**src/design/accel_csr_pkg.sv**
```systemverilog
// ==================================================
// Register map of the accelerator CSR block
// Byte offsets are 8 bits, every register is 32 bits
// Scale registers hold raw float32 patterns only
// ==================================================
package accel_csr_pkg;

        // Word types
        typedef logic [31:0] csr_word_t;
        typedef logic [31:0] dim_t;
        typedef logic [31:0] fp32_bits_t;
        typedef logic [31:0] dma_addr_t;

        // ==================================================
        // Register offsets
        // ==================================================
        localparam logic [7:0] OFS_CTRL     = 8'h00;
        localparam logic [7:0] OFS_DIMS_M   = 8'h04;
        localparam logic [7:0] OFS_DIMS_N   = 8'h08;
        localparam logic [7:0] OFS_DIMS_K   = 8'h0C;
        localparam logic [7:0] OFS_TILE_M   = 8'h10;
        localparam logic [7:0] OFS_TILE_N   = 8'h14;
        localparam logic [7:0] OFS_TILE_K   = 8'h18;
        localparam logic [7:0] OFS_SCALE_A  = 8'h2C;
        localparam logic [7:0] OFS_SCALE_W  = 8'h30;
        localparam logic [7:0] OFS_STATUS   = 8'h3C;
        localparam logic [7:0] OFS_DMA_SRC  = 8'h90;
        localparam logic [7:0] OFS_DMA_DST  = 8'h94;
        localparam logic [7:0] OFS_DMA_LEN  = 8'h98;
        localparam logic [7:0] OFS_DMA_CTRL = 8'h9C;

        // Bit positions inside the control and status words
        localparam int unsigned CTRL_START_BIT     = 0;
        localparam int unsigned CTRL_ABORT_BIT     = 1;
        localparam int unsigned CTRL_IRQ_EN_BIT    = 2;
        localparam int unsigned STATUS_BUSY_BIT    = 0;
        localparam int unsigned STATUS_DONE_BIT    = 1;
        localparam int unsigned STATUS_ILLEGAL_BIT = 9;
        localparam int unsigned DMA_START_BIT      = 0;
        localparam int unsigned DMA_BUSY_BIT       = 1;
        localparam int unsigned DMA_DONE_BIT       = 2;

        // float32 1.0
        localparam fp32_bits_t SCALE_ONE     = 32'h3F80_0000;
        localparam csr_word_t  UNMAPPED_WORD = 32'hDEAD_BEEF;

        // ==================================================
        // Shared structs
        // ==================================================
        // One select bit per register, plus a flag for a strobe that hits nothing
        typedef struct packed {
                logic ctrl;
                logic dims_m;
                logic dims_n;
                logic dims_k;
                logic tile_m;
                logic tile_n;
                logic tile_k;
                logic scale_a;
                logic scale_w;
                logic status;
                logic dma_src;
                logic dma_dst;
                logic dma_len;
                logic dma_ctrl;
                logic unmapped;
        } reg_sel_t;

        typedef struct packed {
                dim_t       m;
                dim_t       n;
                dim_t       k;
                dim_t       tm;
                dim_t       tn;
                dim_t       tk;
                fp32_bits_t scale_a;
                fp32_bits_t scale_w;
        } core_cfg_t;

        typedef struct packed {
                logic irq_en;
                logic done_tile;
                logic err_illegal;
        } core_status_t;

        typedef struct packed {
                dma_addr_t src;
                dma_addr_t dst;
                csr_word_t len;
        } dma_cfg_t;

        typedef struct packed {
                logic done;
        } dma_status_t;

        // Reset image of the core configuration
        localparam core_cfg_t CORE_CFG_RST = '{
                m: '0, n: '0, k: '0,
                tm: '0, tn: '0, tk: '0,
                scale_a: SCALE_ONE, scale_w: SCALE_ONE
        };

endpackage

```
**src/design/csr_addr_decode.sv**
```systemverilog
// ==================================================
// Combinational address decoder
// Address bits above bit 7 must be zero to match
// ==================================================
`timescale 1ns/1ps

module csr_addr_decode #(
        parameter int unsigned ADDR_W = 8
) (
        input  logic                  csr_wen,
        input  logic                  csr_ren,
        input  logic [ADDR_W-1:0]     csr_addr,
        output accel_csr_pkg::reg_sel_t wr_sel,
        output accel_csr_pkg::reg_sel_t rd_sel
);
        import accel_csr_pkg::*;

        logic       upper_zero;
        logic [7:0] ofs;
        logic       any_hit;
        reg_sel_t   hit;

        assign upper_zero = ((csr_addr >> 8) == '0);
        assign ofs        = csr_addr[7:0];

        // One-hot match against the map
        always_comb begin
                hit = '0;
                if (upper_zero) begin
                        case (ofs)
                                OFS_CTRL:     hit.ctrl     = 1'b1;
                                OFS_DIMS_M:   hit.dims_m   = 1'b1;
                                OFS_DIMS_N:   hit.dims_n   = 1'b1;
                                OFS_DIMS_K:   hit.dims_k   = 1'b1;
                                OFS_TILE_M:   hit.tile_m   = 1'b1;
                                OFS_TILE_N:   hit.tile_n   = 1'b1;
                                OFS_TILE_K:   hit.tile_k   = 1'b1;
                                OFS_SCALE_A:  hit.scale_a  = 1'b1;
                                OFS_SCALE_W:  hit.scale_w  = 1'b1;
                                OFS_STATUS:   hit.status   = 1'b1;
                                OFS_DMA_SRC:  hit.dma_src  = 1'b1;
                                OFS_DMA_DST:  hit.dma_dst  = 1'b1;
                                OFS_DMA_LEN:  hit.dma_len  = 1'b1;
                                OFS_DMA_CTRL: hit.dma_ctrl = 1'b1;
                                default:      ;
                        endcase
                end
                any_hit      = |hit;
                hit.unmapped = ~any_hit;
        end

        // Qualify by the strobes
        // Only a read reports a miss through the unmapped flag
        always_comb begin
                wr_sel          = csr_wen ? hit : '0;
                wr_sel.unmapped = 1'b0;
        end

        assign rd_sel = csr_ren ? hit : '0;

endmodule

```
**src/design/core_ctrl_regs.sv**
```systemverilog
// ==================================================
// Core configuration, start guard and sticky status
// Start is refused while busy or with a zero tile
// A sticky set wins over a same-cycle write-1 clear
// ==================================================
`timescale 1ns/1ps

module core_ctrl_regs (
        input  logic                        clk_gated,
        input  logic                        rst_n,
        input  accel_csr_pkg::reg_sel_t     wr_sel,
        input  accel_csr_pkg::csr_word_t    csr_wdata,
        input  logic                        core_busy,
        input  logic                        core_done_tile_pulse,
        input  logic                        rx_illegal_cmd,
        output logic                        start_pulse,
        output logic                        abort_pulse,
        output accel_csr_pkg::core_cfg_t    core_cfg,
        output accel_csr_pkg::core_status_t core_status
);
        import accel_csr_pkg::*;

        logic start_req;
        logic tiles_ok;
        logic start_blocked;
        logic clr_done;
        logic clr_illegal;

        // ==================================================
        // Control pulses
        // ==================================================
        assign start_req     = wr_sel.ctrl & csr_wdata[CTRL_START_BIT];
        assign tiles_ok      = (core_cfg.tm != '0) && (core_cfg.tn != '0) && (core_cfg.tk != '0);
        assign start_pulse   = start_req & ~core_busy & tiles_ok;
        assign start_blocked = start_req & (core_busy | ~tiles_ok);
        // Abort is never guarded
        assign abort_pulse   = wr_sel.ctrl & csr_wdata[CTRL_ABORT_BIT];

        // Write-1 clears from STATUS
        assign clr_done    = wr_sel.status & csr_wdata[STATUS_DONE_BIT];
        assign clr_illegal = wr_sel.status & csr_wdata[STATUS_ILLEGAL_BIT];

        // ==================================================
        // Configuration registers
        // ==================================================
        always_ff @(posedge clk_gated or negedge rst_n) begin
                if (!rst_n) begin
                        core_cfg <= CORE_CFG_RST;
                end else begin
                        if (wr_sel.dims_m) begin
                                core_cfg.m <= csr_wdata;
                        end
                        if (wr_sel.dims_n) begin
                                core_cfg.n <= csr_wdata;
                        end
                        if (wr_sel.dims_k) begin
                                core_cfg.k <= csr_wdata;
                        end
                        if (wr_sel.tile_m) begin
                                core_cfg.tm <= csr_wdata;
                        end
                        if (wr_sel.tile_n) begin
                                core_cfg.tn <= csr_wdata;
                        end
                        if (wr_sel.tile_k) begin
                                core_cfg.tk <= csr_wdata;
                        end
                        if (wr_sel.scale_a) begin
                                core_cfg.scale_a <= csr_wdata;
                        end
                        if (wr_sel.scale_w) begin
                                core_cfg.scale_w <= csr_wdata;
                        end
                end
        end

        // ==================================================
        // irq_en and sticky bits
        // ==================================================
        always_ff @(posedge clk_gated or negedge rst_n) begin
                if (!rst_n) begin
                        core_status <= '0;
                end else begin
                        if (wr_sel.ctrl) begin
                                core_status.irq_en <= csr_wdata[CTRL_IRQ_EN_BIT];
                        end
                        if (core_done_tile_pulse) begin
                                core_status.done_tile <= 1'b1;
                        end else if (clr_done) begin
                                core_status.done_tile <= 1'b0;
                        end
                        // Blocked start and bad command share one flag
                        if (rx_illegal_cmd || start_blocked) begin
                                core_status.err_illegal <= 1'b1;
                        end else if (clr_illegal) begin
                                core_status.err_illegal <= 1'b0;
                        end
                end
        end

endmodule

```
**src/design/dma_ctrl_regs.sv**
```systemverilog
// ==================================================
// Weight DMA channel registers
// Start is a write-1 pulse with no busy guard
// ==================================================
`timescale 1ns/1ps

module dma_ctrl_regs (
        input  logic                       clk_gated,
        input  logic                       rst_n,
        input  accel_csr_pkg::reg_sel_t    wr_sel,
        input  accel_csr_pkg::csr_word_t   csr_wdata,
        input  logic                       dma_done,
        output logic                       dma_start_pulse,
        output accel_csr_pkg::dma_cfg_t    dma_cfg,
        output accel_csr_pkg::dma_status_t dma_status
);
        import accel_csr_pkg::*;

        logic clr_done;

        assign dma_start_pulse = wr_sel.dma_ctrl & csr_wdata[DMA_START_BIT];
        assign clr_done        = wr_sel.dma_ctrl & csr_wdata[DMA_DONE_BIT];

        // Source, destination and length
        always_ff @(posedge clk_gated or negedge rst_n) begin
                if (!rst_n) begin
                        dma_cfg <= '0;
                end else begin
                        if (wr_sel.dma_src) begin
                                dma_cfg.src <= csr_wdata;
                        end
                        if (wr_sel.dma_dst) begin
                                dma_cfg.dst <= csr_wdata;
                        end
                        if (wr_sel.dma_len) begin
                                dma_cfg.len <= csr_wdata;
                        end
                end
        end

        // Sticky done bit where the engine event wins over a clear
        always_ff @(posedge clk_gated or negedge rst_n) begin
                if (!rst_n) begin
                        dma_status <= '0;
                end else if (dma_done) begin
                        dma_status.done <= 1'b1;
                end else if (clr_done) begin
                        dma_status.done <= 1'b0;
                end
        end

endmodule

```
**src/design/csr_read_mux.sv**
```systemverilog
// ==================================================
// Registered read path
// Data and rvalid appear one cycle after the strobe
// Unused bits read as zero
// ==================================================
`timescale 1ns/1ps

module csr_read_mux (
        input  logic                        clk_gated,
        input  logic                        rst_n,
        input  accel_csr_pkg::reg_sel_t     rd_sel,
        input  accel_csr_pkg::core_cfg_t    core_cfg,
        input  accel_csr_pkg::core_status_t core_status,
        input  logic                        core_busy,
        input  accel_csr_pkg::dma_cfg_t     dma_cfg,
        input  accel_csr_pkg::dma_status_t  dma_status,
        input  logic                        dma_busy,
        output accel_csr_pkg::csr_word_t    csr_rdata,
        output logic                        csr_rvalid
);
        import accel_csr_pkg::*;

        logic      rd_active;
        csr_word_t rd_word;

        // The unmapped flag keeps a miss visible as an active read
        assign rd_active = |rd_sel;

        // Selects are one-hot, so each branch stands alone
        always_comb begin
                rd_word = '0;
                if (rd_sel.ctrl) begin
                        rd_word[CTRL_IRQ_EN_BIT] = core_status.irq_en;
                end
                if (rd_sel.dims_m)  rd_word = core_cfg.m;
                if (rd_sel.dims_n)  rd_word = core_cfg.n;
                if (rd_sel.dims_k)  rd_word = core_cfg.k;
                if (rd_sel.tile_m)  rd_word = core_cfg.tm;
                if (rd_sel.tile_n)  rd_word = core_cfg.tn;
                if (rd_sel.tile_k)  rd_word = core_cfg.tk;
                if (rd_sel.scale_a) rd_word = core_cfg.scale_a;
                if (rd_sel.scale_w) rd_word = core_cfg.scale_w;
                if (rd_sel.status) begin
                        rd_word[STATUS_BUSY_BIT]    = core_busy;
                        rd_word[STATUS_DONE_BIT]    = core_status.done_tile;
                        rd_word[STATUS_ILLEGAL_BIT] = core_status.err_illegal;
                end
                if (rd_sel.dma_src) rd_word = dma_cfg.src;
                if (rd_sel.dma_dst) rd_word = dma_cfg.dst;
                if (rd_sel.dma_len) rd_word = dma_cfg.len;
                if (rd_sel.dma_ctrl) begin
                        rd_word[DMA_BUSY_BIT] = dma_busy;
                        rd_word[DMA_DONE_BIT] = dma_status.done;
                end
                if (rd_sel.unmapped) rd_word = UNMAPPED_WORD;
        end

        // Data holds between reads
        always_ff @(posedge clk_gated or negedge rst_n) begin
                if (!rst_n) begin
                        csr_rdata  <= '0;
                        csr_rvalid <= 1'b0;
                end else begin
                        csr_rvalid <= rd_active;
                        if (rd_active) begin
                                csr_rdata <= rd_word;
                        end
                end
        end

endmodule

```
**src/design/accel_csr_top.sv**
```systemverilog
// ==================================================
// CSR block of the matrix accelerator
// Expects an already gated clock and a strobe bus
// with no back-pressure, reads return one cycle late
// ==================================================
`timescale 1ns/1ps

module accel_csr_top #(
        parameter int unsigned ADDR_W = 8
) (
        input  logic                     clk_gated,
        input  logic                     rst_n,
        // Host bus
        input  logic                     csr_wen,
        input  logic                     csr_ren,
        input  logic [ADDR_W-1:0]        csr_addr,
        input  accel_csr_pkg::csr_word_t csr_wdata,
        output accel_csr_pkg::csr_word_t csr_rdata,
        output logic                     csr_rvalid,
        // Core side
        input  logic                     core_busy,
        input  logic                     core_done_tile_pulse,
        input  logic                     rx_illegal_cmd,
        // DMA side
        input  logic                     dma_busy,
        input  logic                     dma_done,
        // Configuration out
        output logic                     start_pulse,
        output logic                     abort_pulse,
        output logic                     irq_en,
        output accel_csr_pkg::core_cfg_t core_cfg,
        output logic                     dma_start_pulse,
        output accel_csr_pkg::dma_cfg_t  dma_cfg
);
        import accel_csr_pkg::*;

        reg_sel_t     wr_sel;
        reg_sel_t     rd_sel;
        core_status_t core_status;
        dma_status_t  dma_status;

        assign irq_en = core_status.irq_en;

        csr_addr_decode #(
                .ADDR_W (ADDR_W)
        ) u_decode (
                .csr_wen  (csr_wen),
                .csr_ren  (csr_ren),
                .csr_addr (csr_addr),
                .wr_sel   (wr_sel),
                .rd_sel   (rd_sel)
        );

        core_ctrl_regs u_core_regs (
                .clk_gated            (clk_gated),
                .rst_n                (rst_n),
                .wr_sel               (wr_sel),
                .csr_wdata            (csr_wdata),
                .core_busy            (core_busy),
                .core_done_tile_pulse (core_done_tile_pulse),
                .rx_illegal_cmd       (rx_illegal_cmd),
                .start_pulse          (start_pulse),
                .abort_pulse          (abort_pulse),
                .core_cfg             (core_cfg),
                .core_status          (core_status)
        );

        dma_ctrl_regs u_dma_regs (
                .clk_gated       (clk_gated),
                .rst_n           (rst_n),
                .wr_sel          (wr_sel),
                .csr_wdata       (csr_wdata),
                .dma_done        (dma_done),
                .dma_start_pulse (dma_start_pulse),
                .dma_cfg         (dma_cfg),
                .dma_status      (dma_status)
        );

        csr_read_mux u_read_mux (
                .clk_gated   (clk_gated),
                .rst_n       (rst_n),
                .rd_sel      (rd_sel),
                .core_cfg    (core_cfg),
                .core_status (core_status),
                .core_busy   (core_busy),
                .dma_cfg     (dma_cfg),
                .dma_status  (dma_status),
                .dma_busy    (dma_busy),
                .csr_rdata   (csr_rdata),
                .csr_rvalid  (csr_rvalid)
        );

endmodule

```
**config.mk**
```make
export PLATFORM = sky130hd
export DESIGN_NAME = accel_csr_top
export DESIGN_NICKNAME = d
export VERILOG_FILES = /design/src/design/accel_csr_pkg.sv /design/src/design/csr_addr_decode.sv /design/src/design/core_ctrl_regs.sv /design/src/design/dma_ctrl_regs.sv /design/src/design/csr_read_mux.sv /design/src/design/accel_csr_top.sv
export SDC_FILE = /design/constraint.sdc
export NUM_CORES = 1
export LEC_CHECK = 0
export ABC_AREA = 1
export BUFFER_PORTS_ARGS = -buffer_cell sky130_fd_sc_hd__buf_2
export CORE_ASPECT_RATIO = 0.6
export CORE_MARGIN = 4
export CORE_UTILIZATION = 47
export CTS_BUF_LIST = sky130_fd_sc_hd__clkbuf_2 sky130_fd_sc_hd__clkbuf_4 sky130_fd_sc_hd__clkbuf_8
export DETAILED_ROUTE_END_ITERATION = 8
export HOLD_SLACK_MARGIN = 0.08
export PLACE_DENSITY = 0.68
export SLEW_MARGIN = 20
export SYNTH_ARGS = -nofsm -noshare
export SYNTH_HDL_FRONTEND = slang
export SYNTH_HIERARCHICAL = 1
export SYNTH_SLANG_ARGS = --single-unit
export TNS_END_PERCENT = 20
```
**constraint.sdc**
```tcl
create_clock -name clk_gated -period 4.1 [get_ports clk_gated]
set_clock_uncertainty 0.2 [all_clocks]
set_input_delay 0.41 -clock clk_gated [delete_from_list [all_inputs] [get_ports clk_gated]]
set_output_delay 0.41 -clock clk_gated [all_outputs]
set_load 0.05 [all_outputs]
```
==> flow_summary.yaml <==
route:
  met2_length_um: 31600
  ant_nets: 0
  drc_errors: 0
  vias: 16400
  vias_per_cell: 5.40
  wl_um: 66700
  dr.pass1.iters: 7
  drt_iter0_markers: 1383
  highest_layer: "met4"
  wire_per_inst_um: 21.9
  wl_met3_um: 4990
  wl_met1_um: 27700
setup_path:
  crit_chain: "buf_2, nor2_4, nand3_1, inv_1, nand2_1, nor2_1, nand2_1, buf_4, o211ai_1, nand2_1, nand2_1, nand2_1, nand2_1, nand2_1, nand2_1, a21oi_1"
  cp_max_fo: 18
  critPathSlowestCell: "nand2_1"
  cp.arrival_ns: 3.13
  required_ns: 4.40
  cpMostUsedCell: "nand2_1"
  cp-start-kind: "input port"
  crit_type: "input port to register"
  slowest_delay_ns: 0.56
  end_kind: "register"
final_layout:
  nNetsFinal: 2509
  multiInputGateArea_mm2: 0.00829
  syn2layout_area_growth_pct: 21.4
  fill_cells: 3567
  ff_latch_area_mm2: 0.00975
  postLayoutCoreUtil_pct: 58.1
  post_route_cells_drive_above_1_share_pct: 39.7
floorplanning:
  fp.coreArea_mm2: 0.0407
  initial_core_util_pct: 47.9
  die_area_mm2: 0.0448
  num_rows: 57
  die_h_um: 166
  dieWidth_um: 271
  io_pins: 438
sta:
  tightest_slew_ns: 0.946
  slew_headroom_pct: 36.9
  setup_viol: 0
  fin_tns_setup_ns: 0
  max_freq_mhz: 353
  timing.final.hold_violations: 0
  fin_ws_ns: 1.27
  rsz0062_at_grt: "false"
  maxSlewViolCount: 0
  fin_crit_sh_pct: 69.1
  min_period_ns: 2.83
synth:
  syn-instance-count: 1990
  synth.avg_cell_area_um2: 9.78
  synth_nets: 2039
  ys_warn_count: 6
  syn_area_mm2: 0.0195
global_routing:
  overflow: 0
  grt_use_total_pct: 29.1
  grt_max_degree: 110
  antenna_found_initial: 0
  grt_pass1_vias: 16500
  grt_pass1_wl_um: 102000
power_and_ir_drop:
  powerDensity_mw_per_mm2: 403
  p_leak_uw: 0.0127
  power_uw: 9510
  ir_worst_vdd_uv: 223
worst_hold_path:
  min-delay-path-class: "input port to async pin"
clock_tree:
  cts-root-buf: "clkbuf_8"
  numCtsBuffers: 58
  cts.sinks: 389
  cts_tree: "yes"
  clock_path_buffers: 3
  clock_latency_ns: 0.63
  clkTransAtPathRegs_ns: 0.07
  postCtsSetupRepairBufs: 0
  post_cts_resized: 0
  htreeDepth: 2
place:
  finalWeightedCongestion: 0.884
  io_buffers: 437
  place_ws_ns: 0.710
  place_hpwl_um: 48000
run_status:
  outcome: "finished, final reports clean"
job:
  cap_violations: 0
## report_power, final
group | total [µW] | internal, µW | switching [µW]
Clock | 3420 | 1850 | 1570
Sequential | 4290 | 4080 | 214
Combinational | 1790 | 416 | 1380
Total | 9510 | 6350 | 3160
## metrics by stage
stage / hold slack [ns] / std cells / cell area (µm²)
after global routing: 0.253 / 3039 / 23600
after global placement: 0.261 / 2888 / 21900
after CTS: 0.218 / 3039 / 23600
after detailed placement: 0.262 / 2889 / 21900
after floorplan: -0.0856 / 1990 / 19500
final: 0.250 / 3040 / 23600
## cell type report
cell class	count	area share, %
Antenna cell	1	0.0106
Sequential cell	389	41.3
Clock inverter	7	0.180
Clock buffer	101	5.14
Tap cell	531	2.81
Inverter	153	2.45
Timing Repair Buffer	527	13.0
Multi-Input combinational cell	1331	35.1
## flip-flops by register name, summed over array words and instances (netlist names)
register	flops
u_dma_regs/dma_cfg	96
u_read_mux/csr_rvalid	1
u_read_mux/csr_rdata	32
u_dma_regs/dma_status	1
u_core_regs/core_status	3
u_core_regs/core_cfg	256
## worst paths after layout
check	startpoint	end	slack [ns]	cells past startpoint
hold reg to reg	u_read_mux/csr_rdata[17]	u_read_mux/csr_rdata[17]	0.28	2
hold / removal	rst_n	u_core_regs/core_cfg[170]	0.25	2
max in group asynchronous	rst_n	u_read_mux/csr_rvalid	2.44	4
setup reg to reg	u_core_regs/core_cfg[145]	u_core_regs/core_status[0]	1.88	10
setup / recovery	csr_addr[7]	u_read_mux/csr_rdata[13]	1.27	16
min in group clk_gated	csr_addr[4]	u_core_regs/core_cfg[15]	0.27	5
## worst max-delay path, delay by kind of cell
kind | cells | cell delay (ns)
simple gates | 11 | 1.78
buf+inv | 3 | 0.68
compound gates | 2 | 0.28
## cells in the final DEF (no fill, tap or decap), types with 2 or more instances in the layout
master           n
clkbuf_4        28
inv_1          148
nand3_1         43
nor2_4          21
o21ai_0         18
clkinv_2         5
a221oi_1        27
nand2_4          3
mux2_4          32
a21oi_1         87
a22o_1           3
dfrtp_1        375
buf_4           41
o22ai_1          7
a21oi_2         18
buf_2          436
o21ai_1         15
nor3_1           2
nand2_1        430
mux2_1          14
nor2_2           4
inv_2            3
o21ai_2         76
dfstp_2         14
dlygate4sd3_1   42
o211ai_1        29
or2_2           17
nor2_1         260
buf_12           6
mux2_2         205
clkbuf_8        73
inv_6            3
o21a_1           8
nand2_2          3
## layer usage
metal / GRT usage (%) / vias to the layer above
li1: - / 7491
met5: 0 / -
met4: 9.42 / 0
met3: 5.93 / 136
met1: 38.6 / 8070
met2: 48.2 / 710
## repair_timing
action | in CTS | in global routing
hold endpoints to repair | 446 | 0
hold buffers | 42 | 0
endpoints found under the setup margin | 0 | 0
Note: power is estimated with default switching activity, not from simulation.
